--- config.mk ---
export PLATFORM = sky130hd
export DESIGN_NAME = div_unit_top
export DESIGN_NICKNAME = d
export VERILOG_FILES = /design/src/hw/div_pkg.sv /design/src/hw/div_unit_top.sv /design/src/hw/div_writeback.sv /design/src/hw/div_issue.sv /design/src/hw/div_radix2.sv
export VERILOG_INCLUDE_DIRS = /design/src /design/src/hw
export SDC_FILE = /design/constraint.sdc
export NUM_CORES = 1
export LEC_CHECK = 0
export ABC_AREA = 1
export ABC_CLOCK_PERIOD_IN_PS = 5200
export CAP_MARGIN = 25
export CORE_ASPECT_RATIO = 1.25
export CORE_MARGIN = 10
export CORE_UTILIZATION = 55
export CTS_BUF_LIST = sky130_fd_sc_hd__clkbuf_2 sky130_fd_sc_hd__clkbuf_4 sky130_fd_sc_hd__clkbuf_8
export DETAILED_ROUTE_END_ITERATION = 10
export DONT_BUFFER_PORTS = 1
export PLACE_DENSITY = 0.7
export SYNTH_ARGS = -nofsm -noshare
export SYNTH_HDL_FRONTEND = slang
export SYNTH_SLANG_ARGS = --single-unit
--- constraint.sdc ---
create_clock -name clk -period 5.2 [get_ports clk]
set_input_delay 0.52 -clock clk [delete_from_list [all_inputs] [get_ports clk]]
set_output_delay 0.52 -clock clk [all_outputs]
set_load 0.05 [all_outputs]
--- src/hw/div_defs.svh ---
`ifndef DIV_DEFS_SVH
`define DIV_DEFS_SVH

// Operand and result width.
// Matches XLEN of the attached core.
`define DIV_WIDTH 32

// Number of divider cores working in parallel.
// One request can issue per cycle while a core is free.
`define DIV_LANES 4

// Width of the requester tag.
// Each in-flight request needs a unique tag.
`define DIV_TAG_W 4

// Derived width of a lane index.
// Used where a lane number is carried.
`define DIV_LANE_IDX_W $clog2(`DIV_LANES)

`endif
--- src/hw/div_pkg.sv ---
`include "div_defs.svh"

package div_pkg;

    // Operand or result word.
    typedef logic [`DIV_WIDTH-1:0] word_t;

    // Requester identifier, echoed back with the result.
    typedef logic [`DIV_TAG_W-1:0] tag_t;

    // Index of one divider core.
    typedef logic [`DIV_LANE_IDX_W-1:0] lane_idx_t;

    // One bit per divider core.
    typedef logic [`DIV_LANES-1:0] lane_mask_t;

    // Divide request as presented by the execute stage.
    typedef struct packed {
        word_t dividend;
        word_t divisor;
        logic  is_signed;
        logic  want_rem;
        tag_t  tag;
    } div_req_t;

    // Per-lane data that writeback needs to finish a result.
    // Sign flags are only set for signed operations.
    typedef struct packed {
        tag_t tag;
        logic want_rem;
        logic quot_neg;
        logic rem_neg;
    } lane_meta_t;

    // Final tagged result.
    typedef struct packed {
        word_t result;
        tag_t  tag;
    } div_rsp_t;

endpackage

--- src/hw/div_unit_top.sv ---
`include "div_defs.svh"

module div_unit_top
    import div_pkg::*;
(
    input  logic     clk,
    input  logic     rst,
    input  logic     req_valid,
    input  div_req_t req,
    output logic     unit_ready,
    output logic     rsp_valid,
    output div_rsp_t rsp
);

    // Issue to cores.
    lane_mask_t lane_start;
    word_t      mag_dividend;
    word_t      mag_divisor;
    // Issue to writeback.
    lane_meta_t lane_meta [`DIV_LANES];
    // Cores to writeback.
    lane_mask_t lane_complete;
    lane_mask_t lane_div_zero;
    word_t      lane_quot [`DIV_LANES];
    word_t      lane_rem [`DIV_LANES];
    // Writeback back to cores and issue.
    lane_mask_t lane_ack;

    div_issue u_issue (
        .clk          (clk),
        .rst          (rst),
        .req_valid    (req_valid),
        .req          (req),
        .lane_ack     (lane_ack),
        .unit_ready   (unit_ready),
        .lane_start   (lane_start),
        .mag_dividend (mag_dividend),
        .mag_divisor  (mag_divisor),
        .lane_meta    (lane_meta)
    );

    // Cores share the operand bus, only the started one samples it.
    for (genvar g = 0; g < `DIV_LANES; g++) begin : g_lane
        div_radix2 #(
            .WIDTH (`DIV_WIDTH)
        ) u_core (
            .clk          (clk),
            .rst          (rst),
            .start        (lane_start[g]),
            .ack          (lane_ack[g]),
            .dividend     (mag_dividend),
            .divisor      (mag_divisor),
            .quotient     (lane_quot[g]),
            .remainder    (lane_rem[g]),
            .complete     (lane_complete[g]),
            .divisor_zero (lane_div_zero[g])
        );
    end

    div_writeback u_writeback (
        .clk           (clk),
        .rst           (rst),
        .lane_complete (lane_complete),
        .lane_div_zero (lane_div_zero),
        .lane_quot     (lane_quot),
        .lane_rem      (lane_rem),
        .lane_meta     (lane_meta),
        .lane_ack      (lane_ack),
        .rsp_valid     (rsp_valid),
        .rsp           (rsp)
    );

endmodule

--- src/hw/div_writeback.sv ---
`include "div_defs.svh"

module div_writeback
    import div_pkg::*;
(
    input  logic       clk,
    input  logic       rst,
    input  lane_mask_t lane_complete,
    input  lane_mask_t lane_div_zero,
    input  word_t      lane_quot [`DIV_LANES],
    input  word_t      lane_rem [`DIV_LANES],
    input  lane_meta_t lane_meta [`DIV_LANES],
    output lane_mask_t lane_ack,
    output logic       rsp_valid,
    output div_rsp_t   rsp
);

    // Round-robin pointer.
    // Points at the lane with highest priority this cycle.
    lane_idx_t  rr_ptr;
    lane_idx_t  cand;
    lane_idx_t  grant_idx;
    logic       grant_found;
    // Selected lane data.
    lane_meta_t sel_meta;
    word_t      raw_val;
    logic       neg_val;
    word_t      fixed_val;

    // Search from the pointer upward with wrap.
    always_comb begin
        grant_found = 1'b0;
        grant_idx   = rr_ptr;
        cand        = rr_ptr;
        for (int k = 0; k < `DIV_LANES; k++) begin
            cand = lane_idx_t'((int'(rr_ptr) + k) % `DIV_LANES);
            if (!grant_found && lane_complete[cand]) begin
                grant_found = 1'b1;
                grant_idx   = cand;
            end
        end
    end

    // Ack goes back in the selection cycle.
    // The core drops complete at the next edge.
    always_comb begin
        lane_ack = '0;
        if (grant_found) begin
            lane_ack[grant_idx] = 1'b1;
        end
    end

    // Move past the granted lane so others get a turn.
    always_ff @(posedge clk) begin
        if (rst) begin
            rr_ptr <= '0;
        end else if (grant_found) begin
            if (grant_idx == lane_idx_t'(`DIV_LANES - 1)) begin
                rr_ptr <= '0;
            end else begin
                rr_ptr <= grant_idx + lane_idx_t'(1);
            end
        end
    end

    assign sel_meta = lane_meta[grant_idx];
    assign raw_val  = sel_meta.want_rem ? lane_rem[grant_idx] : lane_quot[grant_idx];
    assign neg_val  = sel_meta.want_rem ? sel_meta.rem_neg : sel_meta.quot_neg;

    // Result fixup.
    always_comb begin
        fixed_val = neg_val ? (~raw_val + word_t'(1)) : raw_val;
        // Divide by zero gives all ones for the quotient.
        // The core leaves the dividend magnitude in the remainder, so
        // the normal sign fixup rebuilds the original dividend.
        if (lane_div_zero[grant_idx] && !sel_meta.want_rem) begin
            fixed_val = '1;
        end
    end

    always_ff @(posedge clk) begin
        if (rst) begin
            rsp_valid <= 1'b0;
        end else begin
            rsp_valid <= grant_found;
        end
    end

    // Payload loads on a grant and holds otherwise.
    always_ff @(posedge clk) begin
        if (grant_found) begin
            rsp.result <= fixed_val;
            rsp.tag    <= sel_meta.tag;
        end
    end

    // A finished lane waits at most one turn of the pointer.
    for (genvar i = 0; i < `DIV_LANES; i++) begin : g_fair
        a_ack_fair : assert property (@(posedge clk) disable iff (rst)
            lane_complete[i] |-> ##[0:`DIV_LANES-1] lane_ack[i]);
    end

endmodule

--- src/hw/div_issue.sv ---
`include "div_defs.svh"

module div_issue
    import div_pkg::*;
(
    input  logic       clk,
    input  logic       rst,
    input  logic       req_valid,
    input  div_req_t   req,
    input  lane_mask_t lane_ack,
    output logic       unit_ready,
    output lane_mask_t lane_start,
    output word_t      mag_dividend,
    output word_t      mag_divisor,
    output lane_meta_t lane_meta [`DIV_LANES]
);

    // Lane occupancy.
    // A lane stays busy from start until its result is acked.
    lane_mask_t busy;
    lane_mask_t free_mask;
    lane_idx_t  free_idx;
    // Operand signs, only meaningful for signed requests.
    logic       dividend_neg;
    logic       divisor_neg;
    lane_meta_t new_meta;

    assign free_mask  = ~busy;
    assign unit_ready = |free_mask;

    // Lowest-numbered free lane wins.
    always_comb begin
        free_idx = '0;
        for (int i = `DIV_LANES - 1; i >= 0; i--) begin
            if (free_mask[i]) begin
                free_idx = lane_idx_t'(i);
            end
        end
    end

    // Start strobe goes out in the same cycle as the request.
    always_comb begin
        lane_start = '0;
        if (req_valid) begin
            lane_start[free_idx] = 1'b1;
        end
    end

    assign dividend_neg = req.is_signed & req.dividend[`DIV_WIDTH-1];
    assign divisor_neg  = req.is_signed & req.divisor[`DIV_WIDTH-1];

    // Cores divide magnitudes only.
    // The most negative value maps onto itself, which is correct unsigned.
    assign mag_dividend = dividend_neg ? (~req.dividend + word_t'(1)) : req.dividend;
    assign mag_divisor  = divisor_neg ? (~req.divisor + word_t'(1)) : req.divisor;

    // Sign fixup rules for writeback.
    always_comb begin
        new_meta.tag      = req.tag;
        new_meta.want_rem = req.want_rem;
        new_meta.quot_neg = dividend_neg ^ divisor_neg;
        // Remainder takes the sign of the dividend.
        new_meta.rem_neg  = dividend_neg;
    end

    // Metadata is written with the start edge and stays put while busy.
    always_ff @(posedge clk) begin
        for (int i = 0; i < `DIV_LANES; i++) begin
            if (lane_start[i]) begin
                lane_meta[i] <= new_meta;
            end
        end
    end

    // Start sets and ack clears.
    // They never hit the same lane in one cycle.
    always_ff @(posedge clk) begin
        if (rst) begin
            busy <= '0;
        end else begin
            busy <= (busy | lane_start) & ~lane_ack;
        end
    end

    // Requester must respect unit_ready.
    a_req_ready : assert property (@(posedge clk) disable iff (rst)
        req_valid |-> unit_ready);

    // Writeback only drains lanes that issue has started.
    a_ack_busy : assert property (@(posedge clk) disable iff (rst)
        (lane_ack & ~busy) == '0);

endmodule

--- src/hw/div_radix2.sv ---
module div_radix2 #(
    parameter int WIDTH = 32
) (
    input  logic             clk,
    input  logic             rst,
    input  logic             start,
    input  logic             ack,
    input  logic [WIDTH-1:0] dividend,
    input  logic [WIDTH-1:0] divisor,
    output logic [WIDTH-1:0] quotient,
    output logic [WIDTH-1:0] remainder,
    output logic             complete,
    output logic             divisor_zero
);

    // Partial remainder.
    logic [WIDTH-1:0] rem_q;
    // Dividend bits shift out at the top, quotient bits shift in at the bottom.
    logic [WIDTH-1:0] quot_q;
    // Divisor latched at start.
    logic [WIDTH-1:0] divisor_q;
    // One-hot iteration counter.
    logic [WIDTH-1:0] iter_cnt;
    // High while the core is idle or finished.
    logic             terminate;
    // Shifted remainder and trial subtraction.
    logic [WIDTH:0]   trial;
    logic [WIDTH:0]   diff;
    logic             sub_neg;

    // Bring down the next dividend bit.
    assign trial   = {rem_q, quot_q[WIDTH-1]};
    assign diff    = trial - {1'b0, divisor_q};
    // Borrow out means the divisor did not fit.
    assign sub_neg = diff[WIDTH];

    assign quotient  = quot_q;
    assign remainder = rem_q;

    // Datapath.
    // Restore by keeping the shifted value when the subtraction borrows.
    always_ff @(posedge clk) begin
        if (start) begin
            rem_q     <= '0;
            quot_q    <= dividend;
            divisor_q <= divisor;
        end else if (!terminate) begin
            rem_q  <= sub_neg ? trial[WIDTH-1:0] : diff[WIDTH-1:0];
            quot_q <= {quot_q[WIDTH-2:0], ~sub_neg};
        end
    end

    // Full compare of the divisor, held for the whole operation.
    always_ff @(posedge clk) begin
        if (start) begin
            divisor_zero <= (divisor == '0);
        end
    end

    // Control.
    // The start bit walks through the counter, last bit ends the run.
    always_ff @(posedge clk) begin
        if (rst) begin
            iter_cnt  <= '0;
            terminate <= 1'b1;
            complete  <= 1'b0;
        end else begin
            iter_cnt <= {iter_cnt[WIDTH-2:0], start};
            if (start) begin
                terminate <= 1'b0;
            end else if (iter_cnt[WIDTH-1]) begin
                terminate <= 1'b1;
            end
            // Result is held until writeback takes it.
            if (iter_cnt[WIDTH-1]) begin
                complete <= 1'b1;
            end else if (ack) begin
                complete <= 1'b0;
            end
        end
    end

    // Issue may only start a core that is idle and already drained.
    a_start_idle : assert property (@(posedge clk) disable iff (rst)
        start |-> (terminate && !complete));

    // Writeback may only ack a finished core.
    a_ack_complete : assert property (@(posedge clk) disable iff (rst)
        ack |-> complete);

endmodule

==> flow_metrics.env, run 1 <==
export IMPL_fillers=5660
export IMPL_drt_initial_drc_count=3027
export IMPL_grt_pass1_wl_um=158000
export IMPL_drtPass1Iterations=6
export IMPL_die_x_um=242
export IMPL_fin_crit_ns=4.74
export IMPL_fin_setup_tns_ns=0
export IMPL_synthTopCellsByArea="edfxtp_1 29%, dfxtp_1 16%, nand2_1 13%"
export IMPL_cts_made_buffers=96
export IMPL_grt_max_degree=137
export IMPL_ys_seq_elements=595
export IMPL_drive_above_1_share_pct=6.14
export IMPL_grt_usage_pct=27.6
export IMPL_ys_warn_count=0
export IMPL_routed_wl_um=102000
export IMPL_crit_fanout=49
export IMPL_powerDensity_nw_per_um2=650
export IMPL_route_detailed_drc=0
export IMPL_clkTransAtPathRegs_ns=0.07
export IMPL_arrival_ns=5.22
export IMPL_syn_avg_cell_area_um2=7.74
export IMPL_crit_top_cell="nand2_1"
export IMPL_synth_main_ff_cell="edfxtp_1"
export IMPL_rsz0062_at_grt="no"
export IMPL_max_freq_ghz=0.211
export IMPL_drv_slew=0
export IMPL_slew_headroom_pct=30.3
export IMPL_start_util_pct=55.7
export IMPL_io_buffers=0
export IMPL_fin_crit_sh_pct=91.2
export IMPL_drv_cap=0
export IMPL_peakVddDrop_mv=0.310
export IMPL_vias=29400
export IMPL_clockBufferDepth=3
export IMPL_area_growth_pct=8.95
export IMPL_power_uw=24000
export IMPL_yosysSeqAreaShare_pct=44.6
export IMPL_syn_area_um2=34000
export IMPL_hold_slack_ns=0.0916
export IMPL_core_region_area_um2=60900
export IMPL_htreeDepth=3
export IMPL_outcome="complete, no violations"
export IMPL_overflow=0
export IMPL_cp_slowest_stage_delay_ns=0.67
export IMPL_post_cts_buffers=0
export IMPL_fin_util_pct=60.7
export IMPL_ys_async_sr_fraction_pct=0
export IMPL_tightest_slew_ns=1.04
export IMPL_ant_nets=0
export IMPL_hpwl_um=74900
export IMPL_fp_dieH_um=298
export IMPL_synth_fp_nets=4596
export IMPL_antenna_found_initial=1
export IMPL_syn_instance_count=4384
export IMPL_critical_path_required_ns=5.68
export IMPL_synthDistinctLibCells=55
export IMPL_first_global_vias=27700
export IMPL_synth_edff_count=324
export IMPL_clockRootBuffer="clkbuf_8"
export IMPL_die_area_um2=72100
export IMPL_seqCellArea_um2=15200
export IMPL_hp_class="in -> reg"
export IMPL_wl_per_cell_um=19.2
export IMPL_worstSetupEndpointType="flop"
export IMPL_insertion_delay_ns=0.75
export IMPL_yosysTopAreaCell="edfxtp_1"
export IMPL_yosysTopAreaCellShare_pct=28.7
export IMPL_layout_common_cells="1162 x nand2_1, 636 x inv_1, 334 x o21ai_0"
export IMPL_layout_nets=4581
export IMPL_cts_tree="built"
export IMPL_final_common_cell="nand2_1"
export IMPL_hold_viol=0
export IMPL_clock_skew_ns=0.0752
export IMPL_rrSetupSlack_ns=0.46
export IMPL_routed_via_density=5.58
export IMPL_worstPathCellList="inv_2 -> nand2_1 -> nand3_1 -> nand2_2 -> nand2_1 -> nand2_1 -> nand2_2 -> nand2_4 -> nand2_8 -> inv_4 -> nand2_1 -> nand3_1 -> nand2_1 -> nand2_1 -> nand2_1 -> inv_2 -> nand2_1 -> nand2_2 -> nor2_8 -> xor2_1 -> nand2_1"
export IMPL_crit_type="reg -> reg"
export IMPL_clock_sinks=595
export IMPL_post_cts_resized=0
export IMPL_cts_hold_repair_buffers=7
export IMPL_multi_input_area_um2=15500
export IMPL_cp_start_kind="flop"
export IMPL_place_gp_congestion=0.976
export IMPL_final_setup_viol_count=0
export IMPL_fp_row_count=101
export IMPL_cp_slowest_cell="dfxtp_1"
export IMPL_io_pins=111
export IMPL_power_leakage_uw=0.0166
[final cells by class]
type | instances | area share (%)
Tap cell | 824 | 2.79
Antenna cell | 1 | 0.00677
Clock buffer | 122 | 4.29
Sequential cell | 595 | 41.0
Timing Repair Buffer | 52 | 1.27
Multi-Input combinational cell | 2968 | 42.0
Inverter | 656 | 6.67
Clock inverter | 56 | 2.01
[logic make-up (layout without fill, tap and decap cells)]
logic type | Yosys count | after routing | synth area share, %
compound gates | 761 | 761 | 13.0
fa+ha+maj | 139 | 139 | 5.21
other cells | 0 | 1 | 0
flops | 595 | 595 | 44.6
simple gates | 1896 | 1896 | 23.0
xor+xnor | 172 | 172 | 4.44
buf+inv | 821 | 886 | 9.71
[sequential cells by signal (all words and copies together), names as in the netlist]
signal / cells
g_lane.u_core.complete: 4
g_lane.u_core.iter_cnt: 128
u_issue.lane_meta: 28
u_writeback.rsp_valid: 1
g_lane.u_core.quotient: 128
g_lane.u_core.terminate: 4
u_writeback.rsp: 36
g_lane.u_core.divisor_zero: 4
u_issue.busy: 4
g_lane.u_core.remainder: 128
u_writeback.rr_ptr: 2
g_lane.u_core.divisor_q: 128
[synthesized netlist by cell type (3+ instances only)]
cell / number
nand2_1: 1165
inv_1: 642
o21ai_0: 334
nor2_1: 329
edfxtp_1: 324
nand3_1: 281
dfxtp_1: 271
a21oi_1: 198
ha_1: 135
xor2_1: 102
clkbuf_1: 91
o211ai_1: 85
xnor2_1: 70
buf_2: 45
nand4_1: 35
nor3_1: 34
a31oi_1: 31
a32o_1: 16
buf_6: 15
a21boi_0: 14
nand2_2: 14
buf_4: 11
o21ai_1: 11
o21bai_1: 10
o21a_1: 9
o22ai_1: 9
nor4_1: 8
a21o_1: 7
a221oi_1: 7
inv_2: 7
nand3b_1: 7
a2111oi_0: 5
clkinv_1: 5
o21ai_2: 5
o221a_2: 5
o221ai_1: 5
o31ai_1: 5
or2_2: 5
fa_1: 4
nand2_4: 4
and2_1: 3
buf_1: 3
[path summary, 6_finish.rpt]
| kind | cells past startpoint | endpoint | from |
|---|---|---|---|
| worst min register to register | 2 | g_lane[0].u_core.iter_cnt[23] | g_lane[0].u_core.iter_cnt[22] |
| worst max-delay path | 21 | u_writeback.rsp[16] | u_writeback.rr_ptr[0] |
| worst min-delay path | 1 | g_lane[2].u_core.divisor_q[20] | req[26] |
| worst max register to register | 21 | u_writeback.rsp[16] | u_writeback.rr_ptr[0] |
[worst max-delay path: cells and delay by family, from the launching register on]
kind	cells	cell delay, ns
flip-flops	1	0.67
buffers and inverters	3	1.32
AND/OR/NAND/NOR	17	2.35
XOR/XNOR	1	0.14
[metrics by stage]
| step | cells | setup slack [ns] | area, um^2 |
|---|---|---|---|
| final | 5274 | 0.458 | 37000 |
| after global placement | 5085 | 0.660 | 34500 |
| after detailed placement | 5088 | 0.563 | 34600 |
| after CTS | 5273 | 0.534 | 37000 |
| after global routing | 5274 | 0.0865 | 37000 |
| after floorplan | 4384 | 2.09 | 34000 |
[power by group]
group | internal [uW] | total [uW] | leakage, uW | switching, uW
clock network | 2800 | 4870 | 0.00119 | 2070
registers | 6300 | 7670 | 0.00522 | 1370
logic | 3540 | 11500 | 0.0102 | 7960
[layer usage]
metal | up-vias | track usage [%] | share of wire [%]
li1 | 14400 | - | -
met5 | - | 0 | 0
met1 | 13600 | 36.4 | 42
met3 | 212 | 4.91 | 8.4
met2 | 1223 | 44.6 | 46
met4 | 0 | 10.6 | 3.5
Note: power is estimated with default switching activity, not from simulation.
==> run 2, diff against run 1 <==
--- a/config.mk
+++ b/config.mk
@@ -11,11 +11,10 @@
 export CAP_MARGIN = 25
 export CORE_ASPECT_RATIO = 1.25
 export CORE_MARGIN = 10
-export CORE_UTILIZATION = 55
+export CORE_UTILIZATION = 30
 export CTS_BUF_LIST = sky130_fd_sc_hd__clkbuf_2 sky130_fd_sc_hd__clkbuf_4 sky130_fd_sc_hd__clkbuf_8
 export DETAILED_ROUTE_END_ITERATION = 10
 export DONT_BUFFER_PORTS = 1
-export PLACE_DENSITY = 0.7
 export SYNTH_ARGS = -nofsm -noshare
 export SYNTH_HDL_FRONTEND = slang
 export SYNTH_SLANG_ARGS = --single-unit
==> constraint.sdc (replaced) <==
create_clock -name clk -period 5.2 [get_ports clk]
set_input_delay 0.26 -clock clk [delete_from_list [all_inputs] [get_ports clk]]
set_output_delay 0.26 -clock clk [all_outputs]
set_load 0.05 [all_outputs]
==> run 2 against run 1 <==
- via count is 0.76% higher
- clock power is 14% lower
- sequential share of layout area is 1.3 points lower
- non-clock buffer count is 81 higher
- largest cell class unchanged
==> flow_metrics.env, run 2 (same netlist as run 1, synthesis figures left out) <==
export IMPL_outcome="complete, no violations"
export IMPL_area_growth_pct=12.4
export IMPL_reg2reg_depth=22
export IMPL_grt_pass1_wl_um=171000
export IMPL_power_uw=23700
export IMPL_final_setup_viol_count=0
export IMPL_stdcell_area_um2=38200
export IMPL_rrSetupSlack_ns=0.66
export IMPL_first_global_vias=28300
export IMPL_route_detailed_drc=0
export IMPL_hold_viol=0
export IMPL_insertion_delay_ns=0.80
export IMPL_max_freq_ghz=0.220
export IMPL_layout_common_cells="1162 x nand2_1, 637 x inv_1, 334 x o21ai_0"
export IMPL_final_common_cell="nand2_1"
export IMPL_grt_usage_pct=17.4
export IMPL_die_area_um2=127000
export IMPL_hold_path_end="g_lane[1].u_core.quotient[4]"
export IMPL_die_x_um=321
export IMPL_arrival_ns=5.06
export IMPL_io_pins=111
export IMPL_routed_via_density=4.95
export IMPL_hold_depth=4
export IMPL_overflow=0
export IMPL_swShare_pct=48.8
export IMPL_drt_initial_drc_count=2514
export IMPL_post_cts_resized=0
export IMPL_fp_dieH_um=396
export IMPL_use_met3_pct=3.82
export IMPL_fillers=11900
export IMPL_htreeDepth=3
export IMPL_wl_per_cell_um=19.1
export IMPL_worstSetupEndpointType="flop"
export IMPL_ant_nets=0
export IMPL_drv_slew=0
export IMPL_seq_power_share_pct=32.4
export IMPL_rsz0062_at_grt="no"
export IMPL_reg2reg_to="u_writeback.rsp[18]"
export IMPL_p_int_uw=12200
export IMPL_clkTransAtPathRegs_ns=0.06
export IMPL_vias=29700
export IMPL_top_usage_layer="met2"
export IMPL_drive_above_1_share_pct=6.42
export IMPL_core_region_area_um2=112000
export IMPL_crit_type="reg -> reg"
export IMPL_peakVddDrop_mv=0.309
export IMPL_use_met1_pct=21.0
export IMPL_drv_cap=0
export IMPL_grt_use_met2_pct=28.8
export IMPL_crit_fanout=59
export IMPL_slew_headroom_pct=28.2
export IMPL_fin_crit_sh_pct=87.3
export IMPL_clockBufferDepth=3
export IMPL_hp_class="in -> reg"
export IMPL_antenna_found_initial=9
export IMPL_place_gp_congestion=0.929
export IMPL_min_delay_start="req[40]"
export IMPL_layout_nets=4660
export IMPL_powerDensity_nw_per_um2=622
export IMPL_power_leakage_uw=0.0168
export IMPL_cp_start_kind="flop"
export IMPL_routed_wl_um=114000
export IMPL_tightest_slew_ns=1.07
export IMPL_io_buffers=0
export IMPL_critical_path_required_ns=5.72
export IMPL_power_frac_comb_pct=49.9
export IMPL_fin_crit_ns=4.54
export IMPL_grt_max_degree=137
export IMPL_clock_sinks=595
export IMPL_start_util_pct=30.3
export IMPL_clockRootBuffer="clkbuf_8"
export IMPL_dpl_cell_area_um2=35500
export IMPL_fin_setup_tns_ns=0
export IMPL_switching_power_uw=11600
export IMPL_clock_power_share_pct=17.7
export IMPL_hpwl_um=82800
export IMPL_cts_tree="built"
export IMPL_r2r_start="u_writeback.rr_ptr[0]"
export IMPL_drtPass1Iterations=7
export IMPL_clock_skew_ns=0.0810
export IMPL_cts_made_buffers=94
export IMPL_fp_row_count=137
-- run 2: critical path: stages, from the launching register on --
cell,delay (ns)
dfxtp_1,0.65
inv_2,0.21
nand2_1,0.13
nand3_1,0.09
nand2_2,0.16
nand2_1,0.09
nand2_1,0.07
nand2_2,0.07
nand2_4,0.09
nand2_8,0.24
inv_4,0.53
buf_4,0.32
nand2_1,0.07
nand3_1,0.08
nand2_1,0.08
nand2_1,0.06
nand2_1,0.09
inv_2,0.46
nand2_1,0.25
nand2_1,0.20
nor2_4,0.08
xnor2_1,0.13
nand2_1,0.07
-- run 2: stage by stage --
| step | setup slack (ns) | cells | hold WS [ns] | utilization [%] |
|---|---|---|---|---|
| detailed placement | 0.700 | 5743 | 0.360 | 31.7 |
| finish | 0.659 | 5985 | 0.0766 | 34.1 |
| global placement | 0.813 | 5739 | 0.360 | 31.7 |
| CTS | 0.706 | 5979 | 0.00158 | 34.1 |
| floorplan | 2.09 | 4384 | 0.359 | - |
| global route | 0.218 | 5981 | 0.0328 | 34.1 |
-- run 2: what timing repair did --
action	CTS	global route
endpoints found under the hold margin	391	0
hold buffers	68	0
setup buffers	0	0
-- run 2: power groups by stage --
stage	clock [uW]	combinational, uW	sequential [uW]
floorplan	0	8440	7350
global placement	0	11600	7790
detailed placement	0	11600	7800
CTS	4300	11800	7710
global route	4480	13200	7820
finish	4200	11800	7700
-- run 2: worst max path at each step --
stage,startpoint,end,slack [ns],depth (start not counted)
global placement,u_writeback.rr_ptr[0],u_writeback.rsp[18],0.81,18
CTS,u_writeback.rr_ptr[0],u_writeback.rsp[18],0.71,20
global route,u_writeback.rr_ptr[0],u_writeback.rsp[18],0.22,20
detailed placement,u_writeback.rr_ptr[0],u_writeback.rsp[18],0.70,20
finish,u_writeback.rr_ptr[0],u_writeback.rsp[18],0.66,22
floorplan,g_lane[0].u_core.quotient[31],g_lane[0].u_core.remainder[21],2.09,18
-- run 2: layout make-up --
class | count | area, um^2 | area share, %
Clock inverter | 26 | 235 | 0.616
Inverter | 656 | 2470 | 6.46
Antenna cell | 6 | 15.0 | 0.0393
Tap cell | 1459 | 1830 | 4.78
Sequential cell | 595 | 15200 | 39.7
Multi-Input combinational cell | 2968 | 15500 | 40.7
Timing Repair Buffer | 133 | 1250 | 3.27
Clock buffer | 142 | 1690 | 4.43
-- run 2: per-layer routing --
layer	routed length (um)	part of all wire, %	vias to the layer above
li1	-	-	14500
met1	46900	41	13900
met2	52800	46	970
met3	8160	7.2	271
met4	6140	5.4	8
met5	60	0.053	-
